`src/rv_macros.svh`:
```
`ifndef RV_MACROS_SVH
`define RV_MACROS_SVH

// Datapath width
`define XLEN 32

// Architectural register count
`define REG_NUM 32

// Data memory depth in 32-bit words (1 KiB)
`define DMEM_WORDS 256

// Machine-mode CSR addresses
`define CSR_MSCRATCH 12'h340
`define CSR_MTVEC    12'h305
`define CSR_MEPC     12'h341

`endif

```
`src/rv_isa_pkg.sv`:
```
`include "rv_macros.svh"

package rv_isa_pkg;

    typedef logic [`XLEN-1:0] word_t;
    typedef logic [4:0]       reg_addr_t;
    typedef logic [11:0]      csr_addr_t;

    // Source of the value written to rd
    typedef enum logic [2:0] {
        RD_WRB_ALU    = 3'd0,
        RD_WRB_INC_PC = 3'd1,
        RD_WRB_DMEM   = 3'd2,
        RD_WRB_CSR    = 3'd3,
        RD_WRB_M_ALU  = 3'd4
    } rd_wrb_sel_e;

    // Load and store operations
    typedef enum logic [3:0] {
        MEM_NONE = 4'd0,
        LB       = 4'd1,
        LH       = 4'd2,
        LW       = 4'd3,
        LBU      = 4'd4,
        LHU      = 4'd5,
        SB       = 4'd6,
        SH       = 4'd7,
        SW       = 4'd8
    } mem_op_e;

    typedef enum logic [1:0] {
        CSR_NONE = 2'd0,
        CSR_RW   = 2'd1,
        CSR_RS   = 2'd2,
        CSR_RC   = 2'd3
    } csr_op_e;

    typedef enum logic [2:0] {
        MUL_NONE = 3'd0,
        MUL      = 3'd1,
        MULH     = 3'd2,
        MULHSU   = 3'd3,
        MULHU    = 3'd4
    } mul_op_e;

endpackage : rv_isa_pkg

```
`src/rv_pipe_pkg.sv`:
```
package rv_pipe_pkg;

    import rv_isa_pkg::*;

    // Already-executed operation entering the memory stage
    typedef struct packed {
        logic        valid;
        word_t       alu_result;
        word_t       pc_next;
        reg_addr_t   rd_addr;
        logic        rd_wr_req;
        rd_wrb_sel_e rd_wrb_sel;
        mem_op_e     mem_op;
        word_t       store_data;
        csr_op_e     csr_op;
        csr_addr_t   csr_addr;
        word_t       csr_wdata;
        mul_op_e     mul_op;
        word_t       mul_a;
        word_t       mul_b;
    } type_exe2lsu_s;

    typedef struct packed {
        word_t     alu_result;
        word_t     pc_next;
        word_t     r_data;
        reg_addr_t rd_addr;
    } type_lsu2wrb_data_s;

    typedef struct packed {
        logic        rd_wr_req;
        rd_wrb_sel_e rd_wrb_sel;
    } type_lsu2wrb_ctrl_s;

    typedef struct packed {
        word_t csr_rdata;
    } type_csr2wrb_data_s;

    typedef struct packed {
        word_t alu_m_result;
    } type_mul2wrb_s;

    // Register file write request
    typedef struct packed {
        word_t     rd_data;
        reg_addr_t rd_addr;
        logic      rd_wr_req;
    } type_wrb2id_fb_s;

    typedef struct packed {
        reg_addr_t rd_addr;
        logic      rd_wr_req;
    } type_wrb2fwd_s;

    // Memory-stage destination that is ready only when its value is already known
    typedef struct packed {
        reg_addr_t rd_addr;
        logic      rd_wr_req;
        word_t     rd_data;
        logic      ready;
    } type_lsu2fwd_s;

endpackage : rv_pipe_pkg

```
`src/regfile.sv`:
```
`include "rv_macros.svh"

module regfile (
    input  logic                              clk,
    input  logic                              rst_n_i,
    input  wire rv_pipe_pkg::type_wrb2id_fb_s wrb2id_fb_i,
    input  rv_isa_pkg::reg_addr_t             rs1_addr_i,
    input  rv_isa_pkg::reg_addr_t             rs2_addr_i,
    output rv_isa_pkg::word_t                 rs1_data_o,
    output rv_isa_pkg::word_t                 rs2_data_o
);

    import rv_isa_pkg::*;

    word_t regs [`REG_NUM];

    // x0 is never written so it stays at its reset value of zero
    always_ff @(posedge clk) begin
        if (!rst_n_i) begin
            for (int i = 0; i < `REG_NUM; i++) begin
                regs[i] <= '0;
            end
        end else if (wrb2id_fb_i.rd_wr_req && wrb2id_fb_i.rd_addr != '0) begin
            regs[wrb2id_fb_i.rd_addr] <= wrb2id_fb_i.rd_data;
        end
    end

    assign rs1_data_o = regs[rs1_addr_i];
    assign rs2_data_o = regs[rs2_addr_i];

endmodule : regfile

```
`config.mk`:
```
export PLATFORM = sky130hd
export DESIGN_NAME = regfile
export DESIGN_NICKNAME = d
export VERILOG_FILES = /design/src/rv_isa_pkg.sv /design/src/rv_pipe_pkg.sv /design/src/regfile.sv
export VERILOG_INCLUDE_DIRS = /design/src
export SDC_FILE = /design/constraint.sdc
export NUM_CORES = 2
export LEC_CHECK = 0
export BUFFER_PORTS_ARGS = -buffer_cell sky130_fd_sc_hd__clkbuf_2
export CAP_MARGIN = 15
export CORE_MARGIN = 5
export CORE_UTILIZATION = 30
export DETAILED_ROUTE_END_ITERATION = 8
export HOLD_SLACK_MARGIN = 0.05
export PLACE_DENSITY = 0.48
export SETUP_SLACK_MARGIN = 0.15
export SKIP_CTS_REPAIR_TIMING = 1
export SLEW_MARGIN = 25
export SYNTH_ARGS = -nofsm -noshare
export SYNTH_HDL_FRONTEND = slang
export SYNTH_SLANG_ARGS = --single-unit
export TNS_END_PERCENT = 1
```
`constraint.sdc`:
```
create_clock -name clk -period 4.2 [get_ports clk]
set_input_delay 0.21 -clock clk [delete_from_list [all_inputs] [get_ports clk]]
set_output_delay 0.21 -clock clk [all_outputs]
set_load 0.1 [all_outputs]
```
==> flow_summary.yaml <==
layout:
  largest_reg_flops: 1024
  final_cell_mix: "1024 x mux2i_1, 1024 x edfxtp_1, 992 x and2_1"
  fill_cells: 18175
  stdcell_count: 7233
  multi_input_area_mm2: 0.0236
  reg_top3: "regs x1024"
  fin_nets: 4690
  stdcell_area_mm2: 0.0643
  final-seq-area_mm2: 0.0307
  finish.utilization_pct: 34.7
  areaGrowthSynthToFinish_pct: 15.3
  drive_gt1_share_pct: 12.3
  largest_register: "regs"
critical_path:
  cp_slowest_cell: "a31oi_1"
  cp_max_fo: 2
  max_stage_delay_ns: 0.51
  end_kind: "primary output"
  crit_chain: "mux2i_1 -> a22o_1 -> nor3_1 -> a31oi_1 -> nand3_1 -> clkbuf_2"
  crit_buf_inv: 1
  crit_family: "compound AO/OA/AOI/OAI gates"
  arrival_ns: 2.86
  required_ns: 3.99
  crit_type: "flop to primary output"
  start_kind: "flop"
yosys:
  synthMuxAreaShare_pct: 18.4
  synth_top_family_by_area: "multiplexers"
  syn_inst: 4609
  synthAdderAreaFrac_pct: 0
  synth-seq-area-share_pct: 55.2
  synth_xor_area_share_pct: 0
  syn_area_per_cell_um2: 12.1
  synth_seq_cells: 1024
  synth-simple-area-share_pct: 15.4
  synth_cell_types: 32
  synth_warnings: 0
  netlist_area_mm2: 0.0557
  synth_compound_area_share_pct: 7.32
timing:
  drv_slew: 0
  whs_ns: 0.167
  setup_viol: 0
  rsz0062_at_grt: "false"
  max-slew-margin-rel_pct: 34.5
  setup_slack_ns: 1.13
  final-hold-violation-count: 0
  tightest_slew_ns: 0.980
  min_period_ns: 3.07
  fmax_ghz: 0.325
  final.setup.tns_ns: 0
  fin_crit_sh_pct: 73.2
worst_hold_path:
  hold_depth: 2
  min-delay-start: "wrb2id_fb_i[11]"
  holdCritPathClass: "primary input to flop"
  hold_end: "regs[10][5]"
cts:
  htreeDepth: 3
  cts_tree: "done"
  path_clk_slew_ns: 0.06
  clock_sinks: 1024
  cts_buffers: 115
  clk_path_buf_depth: 3
  ctsRootBufferMaster: "clkbuf_16"
place:
  io_buffer_count: 113
  pre_cts_slack_ns: 1.05
  place_area_mm2: 0.0605
  place.gp.congestion: 0.825
  placed_cells: 7003
  hpwl_um: 136000
run:
  maxCapViolCount: 0
global_route:
  grt_max_degree: 67
  gr-usage-all-layers_pct: 21.9
  grt_remaining_overflow: 0
  antenna_found_initial: 33
  grt_pass1_vias: 38315
  grt_pass1_wl_um: 302000
detailed_routing:
  avgViaCountPerCell: 5.34
  drc: 0
  dr.pass1.iters: 5
  final_antenna_net_count: 0
  wirelength_um: 219000
  wl_per_cell_um: 30.2
  vias: 38601
  drt_iter0_drc: 3707
floorplanning:
  rows: 158
  coreArea_mm2: 0.185
  die-area_mm2: 0.194
  pin_count: 114
  die_h_um: 441
  die_x_um: 441
  start_util_pct: 30.1
power:
  p_total_mw: 26.1
  leakagePower_nw: 24.7
  pwr_density_cell_mw_per_mm2: 406
  vdd_ir_drop_max_uv: 342
status:
  outcome: "complete, no violations"
==> logic make-up (layout without fill, tap and decap cells) <==
| kind of cell | Yosys count | after routing |
|---|---|---|
| and+or+nand+nor | 1502 | 1502 |
| muxes | 1024 | 1024 |
| DFF | 1024 | 1024 |
| AOI/OAI and AO/OA | 607 | 607 |
| buffers and inverters | 451 | 546 |
| other | 1 | 50 |
==> cell usage after synthesis (all sizes together) <==
cell type | count | area share, %
edfxtp | 1024 | 55
mux2i | 1024 | 18
and2 | 994 | 11
clkbuf | 272 | 1.9
nand2 | 197 | 1.3
nand3 | 193 | 1.7
a21oi | 192 | 1.7
a22oi | 192 | 2.6
buf | 178 | 1.8
a22o | 128 | 2.0
a31oi | 64 | 0.72
nor3 | 64 | 0.57
nor2 | 35 | 0.33
o21ai | 31 | 0.28
nand2b | 4 | 0.045
nor2b | 4 | 0.045
nand3b | 3 | 0.040
or2 | 2 | 0.022
or3 | 2 | 0.031
or3b | 2 | 0.031
conb | 1 | 0.0067
inv | 1 | 0.0067
nand4 | 1 | 0.011
nand4b | 1 | 0.016
==> worst max path at each step <==
stage             startpoint              to  slack [ns]  cells after the start
2_1_floorplan        rst_n_i     regs[24][0]        0.64                      4
3_3_place_gp         rst_n_i    regs[25][20]        0.97                      6
3_5_place_dp         rst_n_i     regs[21][7]        1.05                      6
4_1_cts          regs[2][18]  rs1_data_o[18]        1.11                      6
5_1_grt        rs1_addr_i[1]  rs1_data_o[13]        1.06                      9
6_report          regs[5][9]   rs1_data_o[9]        1.13                      6
==> power by group <==
| part | total (mW) | switching, mW | internal (mW) |
|---|---|---|---|
| combinational | 3.78 | 2.72 | 1.05 |
| sequential | 12.1 | 0.321 | 11.8 |
| clock | 10.2 | 4.45 | 5.70 |
==> per-layer routing <==
| layer | up-vias | global-route usage, % | wire length (um) |
|---|---|---|---|
| li1 | 16956 | - | - |
| met1 | 19985 | 29.1 | 94200 |
| met2 | 1319 | 36.5 | 104000 |
| met3 | 339 | 2.78 | 11800 |
| met4 | 2 | 8.31 | 8130 |
| met5 | - | 0 | 14 |
==> cell type report <==
class | count | area share [%]
clock buffer | 131 | 4.57
antenna | 18 | 0.0701
timing repair buffer | 333 | 4.74
clock inverter | 81 | 1.20
multi-input combinational | 3165 | 36.7
inverter | 1 | 0.00584
sequential | 1024 | 47.8
tap | 2480 | 4.83
Power figures use the tool's default switching activity.
