## src/rv_macros.svh

```systemverilog
`ifndef RV_MACROS_SVH
`define RV_MACROS_SVH

// Datapath width
`define XLEN 32

// Architectural register count
`define REG_NUM 32

// Data memory depth in 32-bit words (1 KiB)
`define DMEM_WORDS 256

// Machine-mode CSR addresses
`define CSR_MSCRATCH 12'h340
`define CSR_MTVEC    12'h305
`define CSR_MEPC     12'h341

`endif

```

## src/rv_isa_pkg.sv

```systemverilog
`include "rv_macros.svh"

package rv_isa_pkg;

    typedef logic [`XLEN-1:0] word_t;
    typedef logic [4:0]       reg_addr_t;
    typedef logic [11:0]      csr_addr_t;

    // Source of the value written to rd
    typedef enum logic [2:0] {
        RD_WRB_ALU    = 3'd0,
        RD_WRB_INC_PC = 3'd1,
        RD_WRB_DMEM   = 3'd2,
        RD_WRB_CSR    = 3'd3,
        RD_WRB_M_ALU  = 3'd4
    } rd_wrb_sel_e;

    // Load and store operations
    typedef enum logic [3:0] {
        MEM_NONE = 4'd0,
        LB       = 4'd1,
        LH       = 4'd2,
        LW       = 4'd3,
        LBU      = 4'd4,
        LHU      = 4'd5,
        SB       = 4'd6,
        SH       = 4'd7,
        SW       = 4'd8
    } mem_op_e;

    typedef enum logic [1:0] {
        CSR_NONE = 2'd0,
        CSR_RW   = 2'd1,
        CSR_RS   = 2'd2,
        CSR_RC   = 2'd3
    } csr_op_e;

    typedef enum logic [2:0] {
        MUL_NONE = 3'd0,
        MUL      = 3'd1,
        MULH     = 3'd2,
        MULHSU   = 3'd3,
        MULHU    = 3'd4
    } mul_op_e;

endpackage : rv_isa_pkg

```

## src/rv_pipe_pkg.sv

```systemverilog
package rv_pipe_pkg;

    import rv_isa_pkg::*;

    // Already-executed operation entering the memory stage
    typedef struct packed {
        logic        valid;
        word_t       alu_result;
        word_t       pc_next;
        reg_addr_t   rd_addr;
        logic        rd_wr_req;
        rd_wrb_sel_e rd_wrb_sel;
        mem_op_e     mem_op;
        word_t       store_data;
        csr_op_e     csr_op;
        csr_addr_t   csr_addr;
        word_t       csr_wdata;
        mul_op_e     mul_op;
        word_t       mul_a;
        word_t       mul_b;
    } type_exe2lsu_s;

    typedef struct packed {
        word_t     alu_result;
        word_t     pc_next;
        word_t     r_data;
        reg_addr_t rd_addr;
    } type_lsu2wrb_data_s;

    typedef struct packed {
        logic        rd_wr_req;
        rd_wrb_sel_e rd_wrb_sel;
    } type_lsu2wrb_ctrl_s;

    typedef struct packed {
        word_t csr_rdata;
    } type_csr2wrb_data_s;

    typedef struct packed {
        word_t alu_m_result;
    } type_mul2wrb_s;

    // Register file write request
    typedef struct packed {
        word_t     rd_data;
        reg_addr_t rd_addr;
        logic      rd_wr_req;
    } type_wrb2id_fb_s;

    typedef struct packed {
        reg_addr_t rd_addr;
        logic      rd_wr_req;
    } type_wrb2fwd_s;

    // Memory-stage destination that is ready only when its value is already known
    typedef struct packed {
        reg_addr_t rd_addr;
        logic      rd_wr_req;
        word_t     rd_data;
        logic      ready;
    } type_lsu2fwd_s;

endpackage : rv_pipe_pkg

```

## src/mul_unit.sv

```systemverilog
`include "rv_macros.svh"

module mul_unit (
    input  logic                            clk,
    input  logic                            rst_n_i,
    input  wire rv_pipe_pkg::type_exe2lsu_s exe2lsu_i,
    output rv_pipe_pkg::type_mul2wrb_s      mul2wrb_o
);

    import rv_isa_pkg::*;

    mul_op_e                   op_q;
    word_t                     a_q;
    word_t                     b_q;
    logic                      a_signed;
    logic                      b_signed;
    logic signed [2*`XLEN+1:0] a_ext;
    logic signed [2*`XLEN+1:0] b_ext;
    logic signed [2*`XLEN+1:0] prod_full;
    logic [2*`XLEN-1:0]        product;

    // Operands captured alongside the LSU memory-stage register
    always_ff @(posedge clk) begin
        if (!rst_n_i) begin
            op_q <= MUL_NONE;
        end else begin
            op_q <= exe2lsu_i.valid ? exe2lsu_i.mul_op : MUL_NONE;
        end
        a_q <= exe2lsu_i.mul_a;
        b_q <= exe2lsu_i.mul_b;
    end

    assign a_signed = (op_q == MULH) || (op_q == MULHSU);
    assign b_signed = (op_q == MULH);

    // Sign or zero extension to the product width covers signed, unsigned and mixed forms
    assign a_ext     = {{(`XLEN+2){a_signed & a_q[`XLEN-1]}}, a_q};
    assign b_ext     = {{(`XLEN+2){b_signed & b_q[`XLEN-1]}}, b_q};
    assign prod_full = a_ext * b_ext;
    assign product   = prod_full[2*`XLEN-1:0];

    always_ff @(posedge clk) begin
        case (op_q)
            MUL:                  mul2wrb_o.alu_m_result <= product[`XLEN-1:0];
            MULH, MULHSU, MULHU:  mul2wrb_o.alu_m_result <= product[2*`XLEN-1:`XLEN];
            default:              mul2wrb_o.alu_m_result <= '0;
        endcase
    end

endmodule : mul_unit

```

## config.mk

```make
export PLATFORM = sky130hd
export DESIGN_NAME = mul_unit
export DESIGN_NICKNAME = d
export VERILOG_FILES = /design/src/rv_isa_pkg.sv /design/src/rv_pipe_pkg.sv /design/src/mul_unit.sv
export VERILOG_INCLUDE_DIRS = /design/src
export SDC_FILE = /design/constraint.sdc
export NUM_CORES = 2
export LEC_CHECK = 0
export ABC_AREA = 1
export ABC_CLOCK_PERIOD_IN_PS = 6700
export BUFFER_PORTS_ARGS = -buffer_cell sky130_fd_sc_hd__buf_4
export CORE_ASPECT_RATIO = 2
export CORE_UTILIZATION = 55
export CTS_CLUSTER_DIAMETER = 100
export CTS_CLUSTER_SIZE = 16
export DETAILED_ROUTE_END_ITERATION = 6
export GPL_TIMING_DRIVEN = 0
export PLACE_DENSITY = 0.77
export SYNTH_ARGS = -nofsm -noshare
export SYNTH_HDL_FRONTEND = slang
export SYNTH_SLANG_ARGS = --single-unit
```

## constraint.sdc

```tcl
create_clock -name clk -period 6.7 [get_ports clk]
set_input_delay 0.67 -clock clk [delete_from_list [all_inputs] [get_ports clk]]
set_output_delay 0.67 -clock clk [all_outputs]
set_load 0.01 [all_outputs]
```

==> impl_metrics.yaml <==
global_route:
  global_route.overflow_total: 0
  grt_pass1_vias: 40129
  initial_antenna_violation_count: 4
  groute.usage.overall_pct: 50.0
  grt_start_max_net_pins: 25
  grt_pass1_wl_mm: 265
setup_path:
  reg2reg_slack_ns: -0.73
  r2r_cells: 25
  critical_path.max_fanout: 10
  crit_path_class: "flop to flop"
  timing.critical_path.arrival_ns: 7.83
  cp.required_ns: 7.09
  cp-start-kind: "flop"
  cp-end-kind: "flop"
cts:
  cts.root.buffer_cell: "clkbuf_16"
  numCtsBuffers: 9
  cts_tree: "done"
  insertion_delay_ns: 0.49
  cts_max_level: 3
  cts_sinks: 99
  cts.clk_slew.worst_paths_ns: 0.10
  holdBufCountCts: 0
  clockBufferDepth: 2
yosys:
  sequential_cell_area_fraction_in_the_yosys_report_pct: 4.74
  netlist_area_um2: 41800
  synthesis.nets: 6669
  yosys_warning_total: 0
  postSynth.asyncResetShare_pct: 0
  syn-instance-count: 5107
  yosys.cell_types.count: 42
  yosys_register_bits: 99
  ys.flop_type: "dfxtp_1"
  syn_area_per_cell_um2: 8.18
  synth_edf_count: 0
cells_and_area:
  final_design_area_excluding_fillers_um2: 48600
  layout.core_utilization_pct: 64.8
  post_layout_nonfiller_instances: 6328
  nets_finish: 6870
  layout.area.seq_um2: 2150
  nFillCells: 6396
  flow.area_growth_from_synthesis_pct: 16.2
  final_layout_size_suffix_gt1_share_pct: 18.0
  multi_input_comb_area_um2: 35200
die:
  floorplan.core_area_um2: 75000
  io_pins: 257
  die_y_um: 392
  die-area_um2: 77200
  chipWidth_um: 197
  num_rows: 142
  initial_core_util_pct: 55.7
route:
  drt_initial_violations: 3019
  drt-total-wl_mm: 182
  drcViolationCount: 0
  number_of_iterations_in_the_first_detailed_routing_pass: 6
  detail_route.wl_per_cell_um: 28.7
  drt.antenna.violating_nets: 0
  detail_route.vias_per_cell: 5.82
  vias: 36843
timing:
  layout_worst_path_cycle_share_pct: 111
  worst_slack_ns: -0.734
  finalHoldViolCount: 0
  max_freq_mhz: 135
  total_count_of_max_transition_violations_in_the_final_report: 0
  finalSetupViolations: 32
  finalCriticalPeriod_ns: 7.43
  rsz0062_at_grt: "true"
  timing_worst_slew_pin_value_ns: 1.16
  timing.clock.skew_ns: 0.0230
  max-slew-margin-rel_pct: 22.1
placement:
  placedCellCount: 6216
  place_area_um2: 43900
  place_hpwl_mm: 148
  port_buffers: 101
  gp_routability_congestion: 1.05
run_status:
  violated_checks: "setup timing"
  outcome: "finished with violations"
worst_hold_path:
  timing.hold.worst.class: "input port to flop"
  worstHoldPathCells: 1
job:
  timing.max_cap.violations: 0
==> worst max-delay path: stages, from the launching register on <==
cell and delay, ns:
dfxtp_1 0.63, clkbuf_2 0.40, nand2_1 0.13, fa_1 0.52, fa_1 0.59, fa_2 0.47, fa_2 0.54, inv_2 0.04
fa_2 0.53, inv_2 0.05, fa_2 0.45, fa_2 0.58, inv_2 0.04, fa_2 0.78, ha_4 0.25, nand2_4 0.09
nor2_4 0.12, inv_2 0.05, nor3_2 0.17, inv_2 0.09, nor3_4 0.22, nand2_1 0.09, nand2_2 0.10, buf_4 0.12
nor2_2 0.03, o21ai_2 0.24
==> repair_timing <==
| item | CTS | global route |
|---|---|---|
| endpoints found under the hold margin | 0 | 0 |
| endpoints found under the setup margin | 32 | 32 |
| gates cloned | 1 | 0 |
| setup buffers | 83 | 36 |
| pin swaps | 111 | 91 |
| gates resized for setup | 870 | 229 |
==> through the flow <==
stage | hold slack, ns | setup slack [ns] | setup TNS, ns
after floorplan | 0.483 | -0.00178 | -0.00178
after global placement | 0.692 | -2.34 | -62.86
after detailed placement | 0.718 | -2.36 | -63.68
after CTS | 0.271 | -0.545 | -13.48
after global routing | 0.280 | -0.915 | -21.26
final | 0.271 | -0.734 | -18.22
==> sequential cells by signal, indices dropped and copies added, names as in the netlist <==
signal and flops:
a_q 32, b_q 32, op_q 3, mul2wrb_o 32
==> cell type report <==
cell class | count | area share, %
Timing Repair Buffer | 220 | 3.85
Multi-Input combinational cell | 3270 | 72.6
Tap cell | 1008 | 2.60
Inverter | 1503 | 11.7
Clock inverter | 6 | 0.134
Clock buffer | 10 | 0.492
Sequential cell | 99 | 4.42
Antenna cell | 7 | 0.0361
Buffer | 205 | 4.25
==> Yosys cell counts, types with 3 or more instances <==
cell type,n,share of area [%]
nand3b_1,6,0.11
o21a_1,6,0.11
clkbuf_1,226,2.0
nor3_2,7,0.17
fa_1,1125,54
buf_1,4,0.036
xor2_1,4,0.084
a31oi_1,3,0.045
or2_2,12,0.18
nand4_1,15,0.22
a21oi_1,96,1.1
inv_1,1491,13
nor2_1,190,1.7
ha_1,212,6.3
nand2_1,1330,12
dfxtp_1,99,4.7
inv_2,11,0.099
nand3_1,83,0.99
nand2_2,23,0.34
nor3_1,10,0.12
a21o_1,5,0.090
buf_2,5,0.060
o21bai_1,11,0.20
xnor2_1,8,0.17
nor2_2,17,0.25
nand3_2,7,0.17
o21ai_0,57,0.68
o21ai_1,26,0.31
==> final timing paths <==
kind | start | end
worst max-delay path | b_q[27] | mul2wrb_o[4]
worst min-delay path | exe2lsu_i[41] | a_q[9]
worst max register to register | b_q[27] | mul2wrb_o[4]
worst min register to register | b_q[0] | mul2wrb_o[0]
==> metal layers <==
layer / track usage, % / share of wire [%]
met5: 0 / 0
met1: 48.1 / 28
met2: 79.7 / 47
met3: 16.0 / 9.8
met4: 56.4 / 15
==> kinds of logic (layout without fill, tap and decap cells) <==
group	count (synthesis)	in the layout	share of synthesized area, %
XOR/XNOR	12	12	0.251
AO/OA/AOI/OAI	213	213	2.78
AND/OR/NAND/NOR	1708	1708	16.4
adder cells (fa/ha/maj)	1337	1337	60.2
flip-flops	99	99	4.74
other	0	7	0
buffers and inverters	1738	1944	15.6
==> cell usage in the layout (no fill, tap or decap), drive strengths merged, types with 5 or more instances in the layout <==
| cell | synthesis | routed |
|---|---|---|
| nand3 | 90 | 90 |
| o21ai | 84 | 84 |
| nor2 | 208 | 208 |
| a21o | 5 | 5 |
| ha | 212 | 212 |
| inv | 1502 | 1498 |
| buf | 9 | 266 |
| or2 | 14 | 14 |
| diode | 0 | 7 |
| clkbuf | 226 | 169 |
| o21a | 6 | 6 |
| clkinvlp | 0 | 9 |
| xnor2 | 8 | 8 |
| fa | 1125 | 1125 |
| dfxtp | 99 | 99 |
| a21oi | 98 | 98 |
| nand2 | 1354 | 1354 |
| o21bai | 11 | 11 |
| nand3b | 6 | 6 |
| nor3 | 18 | 18 |
| nand4 | 15 | 15 |
Power is left out: the tool's default activity adds up to more than one toggle a clock period on the data nets, which glitch-free logic cannot reach.
