`config.mk`:
```
export PLATFORM = sky130hd
export DESIGN_NAME = forward_stall
export DESIGN_NICKNAME = d
export VERILOG_FILES = /design/src/rv_isa_pkg.sv /design/src/rv_pipe_pkg.sv /design/src/forward_stall.sv
export VERILOG_INCLUDE_DIRS = /design/src
export SDC_FILE = /design/constraint.sdc
export NUM_CORES = 1
export LEC_CHECK = 0
export BUFFER_PORTS_ARGS = -buffer_cell sky130_fd_sc_hd__buf_2
export CAP_MARGIN = 20
export CORE_MARGIN = 8
export CORE_UTILIZATION = 40
export DETAILED_ROUTE_END_ITERATION = 7
export GPL_TIMING_DRIVEN = 0
export PLACE_DENSITY = 0.86
export SYNTH_ARGS = -nofsm -noshare
export SYNTH_HDL_FRONTEND = slang
export SYNTH_SLANG_ARGS = --single-unit
```
`constraint.sdc`:
```
create_clock -name vclk -period 1.64
set_input_delay 0.164 -clock vclk [all_inputs]
set_output_delay 0.164 -clock vclk [all_outputs]
set_load 0.03 [all_outputs]
```
`src/rv_macros.svh`:
```
`ifndef RV_MACROS_SVH
`define RV_MACROS_SVH

// Datapath width
`define XLEN 32

// Architectural register count
`define REG_NUM 32

// Data memory depth in 32-bit words (1 KiB)
`define DMEM_WORDS 256

// Machine-mode CSR addresses
`define CSR_MSCRATCH 12'h340
`define CSR_MTVEC    12'h305
`define CSR_MEPC     12'h341

`endif

```
`src/rv_isa_pkg.sv`:
```
`include "rv_macros.svh"

package rv_isa_pkg;

    typedef logic [`XLEN-1:0] word_t;
    typedef logic [4:0]       reg_addr_t;
    typedef logic [11:0]      csr_addr_t;

    // Source of the value written to rd
    typedef enum logic [2:0] {
        RD_WRB_ALU    = 3'd0,
        RD_WRB_INC_PC = 3'd1,
        RD_WRB_DMEM   = 3'd2,
        RD_WRB_CSR    = 3'd3,
        RD_WRB_M_ALU  = 3'd4
    } rd_wrb_sel_e;

    // Load and store operations
    typedef enum logic [3:0] {
        MEM_NONE = 4'd0,
        LB       = 4'd1,
        LH       = 4'd2,
        LW       = 4'd3,
        LBU      = 4'd4,
        LHU      = 4'd5,
        SB       = 4'd6,
        SH       = 4'd7,
        SW       = 4'd8
    } mem_op_e;

    typedef enum logic [1:0] {
        CSR_NONE = 2'd0,
        CSR_RW   = 2'd1,
        CSR_RS   = 2'd2,
        CSR_RC   = 2'd3
    } csr_op_e;

    typedef enum logic [2:0] {
        MUL_NONE = 3'd0,
        MUL      = 3'd1,
        MULH     = 3'd2,
        MULHSU   = 3'd3,
        MULHU    = 3'd4
    } mul_op_e;

endpackage : rv_isa_pkg

```
`src/rv_pipe_pkg.sv`:
```
package rv_pipe_pkg;

    import rv_isa_pkg::*;

    // Already-executed operation entering the memory stage
    typedef struct packed {
        logic        valid;
        word_t       alu_result;
        word_t       pc_next;
        reg_addr_t   rd_addr;
        logic        rd_wr_req;
        rd_wrb_sel_e rd_wrb_sel;
        mem_op_e     mem_op;
        word_t       store_data;
        csr_op_e     csr_op;
        csr_addr_t   csr_addr;
        word_t       csr_wdata;
        mul_op_e     mul_op;
        word_t       mul_a;
        word_t       mul_b;
    } type_exe2lsu_s;

    typedef struct packed {
        word_t     alu_result;
        word_t     pc_next;
        word_t     r_data;
        reg_addr_t rd_addr;
    } type_lsu2wrb_data_s;

    typedef struct packed {
        logic        rd_wr_req;
        rd_wrb_sel_e rd_wrb_sel;
    } type_lsu2wrb_ctrl_s;

    typedef struct packed {
        word_t csr_rdata;
    } type_csr2wrb_data_s;

    typedef struct packed {
        word_t alu_m_result;
    } type_mul2wrb_s;

    // Register file write request
    typedef struct packed {
        word_t     rd_data;
        reg_addr_t rd_addr;
        logic      rd_wr_req;
    } type_wrb2id_fb_s;

    typedef struct packed {
        reg_addr_t rd_addr;
        logic      rd_wr_req;
    } type_wrb2fwd_s;

    // Memory-stage destination that is ready only when its value is already known
    typedef struct packed {
        reg_addr_t rd_addr;
        logic      rd_wr_req;
        word_t     rd_data;
        logic      ready;
    } type_lsu2fwd_s;

endpackage : rv_pipe_pkg

```
`src/forward_stall.sv`:
```
module forward_stall (
    input  rv_isa_pkg::reg_addr_t            rs1_addr_i,
    input  rv_isa_pkg::reg_addr_t            rs2_addr_i,
    input  rv_isa_pkg::word_t                rf_rs1_data_i,
    input  rv_isa_pkg::word_t                rf_rs2_data_i,
    input  wire rv_pipe_pkg::type_lsu2fwd_s  lsu2fwd_i,
    input  wire rv_pipe_pkg::type_wrb2fwd_s  wrb2fwd_i,
    input  rv_isa_pkg::word_t                wrb_rd_data_i,
    output rv_isa_pkg::word_t                rs1_data_o,
    output rv_isa_pkg::word_t                rs2_data_o,
    output logic                             stall_o
);

    import rv_isa_pkg::*;

    logic mem_hit1;
    logic mem_hit2;
    logic wrb_hit1;
    logic wrb_hit2;

    assign mem_hit1 = lsu2fwd_i.rd_wr_req && rs1_addr_i != '0 && lsu2fwd_i.rd_addr == rs1_addr_i;
    assign mem_hit2 = lsu2fwd_i.rd_wr_req && rs2_addr_i != '0 && lsu2fwd_i.rd_addr == rs2_addr_i;
    assign wrb_hit1 = wrb2fwd_i.rd_wr_req && rs1_addr_i != '0 && wrb2fwd_i.rd_addr == rs1_addr_i;
    assign wrb_hit2 = wrb2fwd_i.rd_wr_req && rs2_addr_i != '0 && wrb2fwd_i.rd_addr == rs2_addr_i;

    // Newest value first and a not-ready memory-stage match falls through
    assign rs1_data_o = (rs1_addr_i == '0)           ? '0 :
                        (mem_hit1 && lsu2fwd_i.ready) ? lsu2fwd_i.rd_data :
                        wrb_hit1                      ? wrb_rd_data_i : rf_rs1_data_i;
    assign rs2_data_o = (rs2_addr_i == '0)           ? '0 :
                        (mem_hit2 && lsu2fwd_i.ready) ? lsu2fwd_i.rd_data :
                        wrb_hit2                      ? wrb_rd_data_i : rf_rs2_data_i;

    // Load, CSR and multiply results are not known until writeback
    assign stall_o = (mem_hit1 || mem_hit2) && !lsu2fwd_i.ready;

endmodule : forward_stall

```
==> results of run 1 <==
routing by layer:
| metal | vias up | part of all wire | routed length, um | track usage |
|---|---|---|---|---|
| li1 | 2425 | - | - | - |
| met1 | 2727 | 0.32 | 7294 | 0.3847 |
| met2 | 635 | 0.47 | 10690 | 0.5679 |
| met3 | 237 | 0.13 | 2914 | 0.07678 |
| met4 | 0 | 0.089 | 2051 | 0.2202 |
| met5 | - | 0 | 0 | 0 |
cell type report:
type / instances / area share
plain buffers: 70 / 0.08027
repair buffers: 248 / 0.2991
well taps: 102 / 0.01865
multi-input cells: 423 / 0.6007
inverters: 1 / 0.0005485
diodes: 2 / 0.0007314
kinds of logic (layout without fill, tap and decap cells):
logic type / count (synthesis) / in the layout / share of synthesized area
compound gates: 134 / 134 / 0.4122
xor+xnor: 20 / 20 / 0.05512
buf+inv: 71 / 319 / 0.1020
other cells: 0 / 2 / 0
simple gates: 269 / 269 / 0.4307
timing repair:
item / 4_1_cts / 5_1_grt
pin swaps: 36 / 35
setup endpoints to repair: 65 / 65
resized for setup: 293 / 89
setup buffers: 16 / 7
cloned: 8 / 3
where the power goes:
group / internal (mW) / switching, mW
clock: 0.000000163 / 0
combinational: 0.988 / 1.33
sequential: 0 / 0
total: 0.988 / 1.33
worst paths after layout:
kind,start,end,slack [ns],cells after the start
worst max-delay path,rs2_addr_i[1],rs2_data_o[7],-0.59,8
worst min-delay path,lsu2fwd_i[33],stall_o,0.72,3
placed cells by master, fill, tap and decap left out, types with 3 or more instances in the layout:
master | synthesis | layout
buf_2 | 10 | 143
nand2_1 | 97 | 94
buf_6 | 6 | 80
nor4_1 | 64 | 63
nor3_1 | 65 | 62
a311oi_4 | 0 | 61
o21ai_2 | 0 | 37
or2_2 | 33 | 33
clkbuf_1 | 52 | 28
o21ai_4 | 0 | 17
buf_4 | 0 | 16
buf_8 | 0 | 12
clkbuf_2 | 0 | 11
buf_12 | 0 | 11
xnor2_2 | 0 | 8
o21ai_1 | 32 | 7
xor2_2 | 0 | 6
clkbuf_4 | 0 | 6
buf_16 | 0 | 5
or4_4 | 0 | 4
xnor2_1 | 12 | 4
clkbuf_8 | 0 | 3
nand2_2 | 0 | 3
nor3_2 | 0 | 3
o21ai_0 | 32 | 3
clkbuf_16 | 0 | 3
critical path, stage by stage:
cell and delay, ns:
buf_8 0.14, xnor2_2 0.15, nand4_1 0.21, or4_4 0.56, buf_12 0.19, buf_12 0.15, a311oi_4 0.32, buf_6 0.18
through the flow:
step | TNS, ns | power, mW | setup slack [ns]
after floorplan | -16.60 | 1.105 | -0.2737
after global placement | -44.80 | 1.587 | -0.7647
after detailed placement | -45.78 | 1.616 | -0.8007
after CTS | -26.69 | 2.060 | -0.4754
after global routing | -34.03 | 2.377 | -0.6219
final | -33.37 | 2.314 | -0.5913
==> results.sh, run 1 <==
export IMPL_status="finished, violations left"
export IMPL_violations="setup timing"
export IMPL_fin_area_mm2=0.006843
export IMPL_rsz0062_at_grt="yes"
export IMPL_port_buffers=214
export IMPL_seq_cells=0
export IMPL_antenna_found_initial=2
export IMPL_avgSynthCellArea_um2=6.433
export IMPL_critPathArrivalTime_ns=2.07
export IMPL_cp_max_fo=8
export IMPL_grt_pass1_wl_um=31340
export IMPL_synth_top_cell_area_share=0.2787
export IMPL_synth_area_top_cells="a311oi_2 28%, nor4_1 13%, nand2_1 11%, nor3_1 10%, or2_2 6.5%"
export IMPL_grt_max_degree=11
export IMPL_via_count=6024
export IMPL_gp_congestion=0.9134
export IMPL_maxCapViolations=0
export IMPL_num_nets_final=895
export IMPL_mappedNetlistArea_mm2=0.003178
export IMPL_synth_distinct_cells=24
export IMPL_dpl_hpwl_um=14040
export IMPL_hold_class="in2out"
export IMPL_fin_cells=846
export IMPL_nClkBuffers=0
export IMPL_postCtsHoldBufs=0
export IMPL_synth_commonest_cells="97 x nand2_1, 65 x nor3_1, 64 x nor4_1"
export IMPL_worst_slack_ns=-0.5913
export IMPL_drt_total_wl_um=22950
export IMPL_grt_util_all_layers=0.3409
export IMPL_gr_total_overflow=0
export IMPL_final_util=0.8855
export IMPL_ys_seq_area_frac=0
export IMPL_critPathCaptureType="primary output"
export IMPL_start_util=0.4113
export IMPL_dr_pass1_iters=8
export IMPL_path_class="in2out"
export IMPL_finalCritPeriodShare=1.361
export IMPL_multi_input_area_mm2=0.004110
export IMPL_hold_violations=0
export IMPL_whs_ns=0.7201
export IMPL_rows=32
export IMPL_grt_pass1_vias=5840
export IMPL_timing_fmax_mhz=448.2
export IMPL_drive_gt1_frac=0.6388
export IMPL_synth_most_common_cell="nand2_1"
export IMPL_p_per_area_mw_per_mm2=338.2
export IMPL_power_leakage_nw=2.450
export IMPL_ir_drop_mv=0.2467
export IMPL_design_die_area_mm2=0.01105
export IMPL_drc=0
export IMPL_drtIter0Drc=737
export IMPL_yosys_area_top_type="a311oi_2"
export IMPL_syn_nets=645
export IMPL_place_area_mm2=0.005181
export IMPL_die_y_um=105.1
export IMPL_start_kind="input pin"
export IMPL_vias_per_cell=7.121
export IMPL_syn2layout_area_growth_pct=115.3
export IMPL_timing_final_crit_period_ns=2.231
export IMPL_tightest_slew_ns=0.6483
export IMPL_crit_required_ns=1.48
export IMPL_synth_yosys_warnings=0
export IMPL_fp_dieW_um=105.1
export IMPL_io_pins=216
export IMPL_ant_nets=0
export IMPL_wire_per_inst_um=27.13
export IMPL_relSlewSlack=0.5678
export IMPL_fillCellCount=335
export IMPL_dp_cells=810
export IMPL_setup_viol=65
export IMPL_drv_slew=0
export IMPL_core_area_mm2=0.007727
export IMPL_syn_inst=494
export IMPL_seq_area_um2=0
Power figures use the tool's default switching activity.
==> inputs of run 2 (changes only) <==
--- a/config.mk
+++ b/config.mk
@@ -8,7 +8,6 @@
 export LEC_CHECK = 0
 export BUFFER_PORTS_ARGS = -buffer_cell sky130_fd_sc_hd__buf_2
 export CAP_MARGIN = 20
-export CORE_MARGIN = 8
 export CORE_UTILIZATION = 40
 export DETAILED_ROUTE_END_ITERATION = 7
 export GPL_TIMING_DRIVEN = 0
==> constraint.sdc (replaced) <==
create_clock -name vclk -period 1.64
set_input_delay 0.164 -clock vclk [all_inputs]
set_output_delay 0.164 -clock vclk [all_outputs]
set_load 0.01 [all_outputs]
==> run 2 against run 1 <==
  * The run still ends with setup timing left
  * Wire length is 29% lower
  * Design area is 16% lower
  * Maximum frequency up 1.8%
  * Non-clock buffer count stayed put
  * Hold slack worse by 0.044 ns
  * Largest cell class unchanged
  * Highest routed layer unchanged
==> results.sh, run 2 (synthesis gave the netlist of run 1 again) <==
export IMPL_design_die_area_mm2=0.008306
export IMPL_violations="setup timing"
export IMPL_seq_area_um2=0
export IMPL_via_count=5330
export IMPL_place_area_mm2=0.004669
export IMPL_start_kind="input pin"
export IMPL_vias_per_cell=6.315
export IMPL_ir_drop_mv=0.2176
export IMPL_grt_util_all_layers=0.3693
export IMPL_p_per_area_mw_per_mm2=288.6
export IMPL_nClkBuffers=0
export IMPL_crit_required_ns=1.48
export IMPL_setup_viol=65
export IMPL_final_util=0.7510
export IMPL_drive_gt1_frac=0.6024
export IMPL_path_delay_family="buffers and inverters"
export IMPL_path_cells="clkbuf_1 > clkbuf_2 > nand2_1 > nor4_1 > nand2_1 > a311oi_4 > buf_2"
export IMPL_rows=32
export IMPL_fin_area_mm2=0.005773
export IMPL_antenna_found_initial=0
export IMPL_cpMostUsedCell="nand2_1"
export IMPL_dp_cells=810
export IMPL_cp_max_fo=10
export IMPL_hold_violations=0
export IMPL_port_buffers=214
export IMPL_worst_path_largest_cell_delay_ns=0.37
export IMPL_gp_congestion=0.9070
export IMPL_insertedDiodeCount=0
export IMPL_critPathCaptureType="primary output"
export IMPL_core_area_mm2=0.007687
export IMPL_drv_slew=0
export IMPL_wire_per_inst_um=19.34
export IMPL_start_util=0.4134
export IMPL_drt_total_wl_um=16320
export IMPL_relSlewSlack=0.6535
export IMPL_tightest_slew_ns=0.5197
export IMPL_status="finished, violations left"
export IMPL_finalCritPeriodShare=1.337
export IMPL_power_leakage_nw=2.156
export IMPL_worst_slack_ns=-0.5528
export IMPL_timing_final_crit_period_ns=2.193
export IMPL_num_nets_final=895
export IMPL_hold_start="lsu2fwd_i[33]"
export IMPL_ant_nets=0
export IMPL_grt_max_degree=11
export IMPL_gr_total_overflow=0
export IMPL_path_class="in2out"
export IMPL_fp_dieW_um=91.14
export IMPL_fin_cells=844
export IMPL_crit_buf_inv=3
export IMPL_hold_class="in2out"
export IMPL_dp_slack_ns=-0.7675
export IMPL_timing_fmax_mhz=456.0
export IMPL_dr_pass1_iters=5
export IMPL_cp_slowest_cell="nor4_1"
export IMPL_drtIter0Drc=380
export IMPL_drc=0
export IMPL_grt_pass1_wl_um=24930
export IMPL_rsz0062_at_grt="yes"
export IMPL_cp_startpoint="wrb2fwd_i[0]"
export IMPL_mostFrequentLayoutCells="202 x buf_2, 97 x nand2_1, 64 x nor4_1, 63 x nor3_1, 40 x a311oi_2"
export IMPL_seq_cells=0
export IMPL_io_pins=216
export IMPL_grt_pass1_vias=5032
export IMPL_final_common_cell="buf_2"
export IMPL_critPathArrivalTime_ns=2.03
export IMPL_maxCapViolations=0
export IMPL_die_y_um=91.14
export IMPL_dpl_hpwl_um=11860
export IMPL_syn2layout_area_growth_pct=81.65
-- run 2: cell types whose count changed in the layout (fill, tap and decap cells not counted), moves of 4 or more --
cell and change:
a311oi_2 +38, a311oi_4 -38, buf_2 +59, buf_6 -54, buf_8 -4, clkbuf_1 +5
o21ai_1 +20, o21ai_4 -15
-- run 2: what timing repair did --
item	4_1_cts	5_1_grt
gates resized for setup	198	22
endpoints found under the hold margin	0	0
setup endpoints to repair	65	65
buffers inserted	23	2
gates cloned	11	0
hold buffers	0	0
pin swaps	57	16
-- run 2: per-stage QoR --
stage / hold slack [ns] / setup TNS (ns) / power (mW)
after detailed placement: 0.6770 / -41.18 / 1.291
after global placement: 0.6835 / -39.07 / 1.268
final: 0.6758 / -30.48 / 1.666
after CTS: 0.6773 / -24.59 / 1.595
after floorplan: 0.4629 / -6.492 / 0.8061
after global routing: 0.6914 / -31.86 / 1.755
-- run 2: final cells by class --
cell class                 instances  area, um^2
multi-input combinational        423        3525
buffer                            70       505.5
inverter                           1       3.754
fill                             599        1914
tap                              102       127.6
timing repair buffer             248        1612
-- run 2: worst paths after layout --
path / endpoint / slack [ns] / depth (start not counted)
hold / removal: stall_o / 0.68 / 3
setup / recovery: rs1_data_o[31] / -0.55 / 7
-- run 2: where the power goes --
part | leakage, nW | internal (mW) | total (mW) | switching (mW)
clock network | 0 | 0 | 0 | 0
logic | 2.16 | 0.747 | 1.67 | 0.919
registers | 0 | 0 | 0 | 0
total | 2.16 | 0.747 | 1.67 | 0.919
-- run 2: metal layers --
layer,vias to the layer above,part of all wire,track usage,wire (um)
met5,-,0,0,0
met4,0,0.034,0.1177,561
met3,57,0.090,0.04690,1472
met2,386,0.50,0.6585,8094
met1,2474,0.38,0.4571,6193
li1,2413,-,-,-
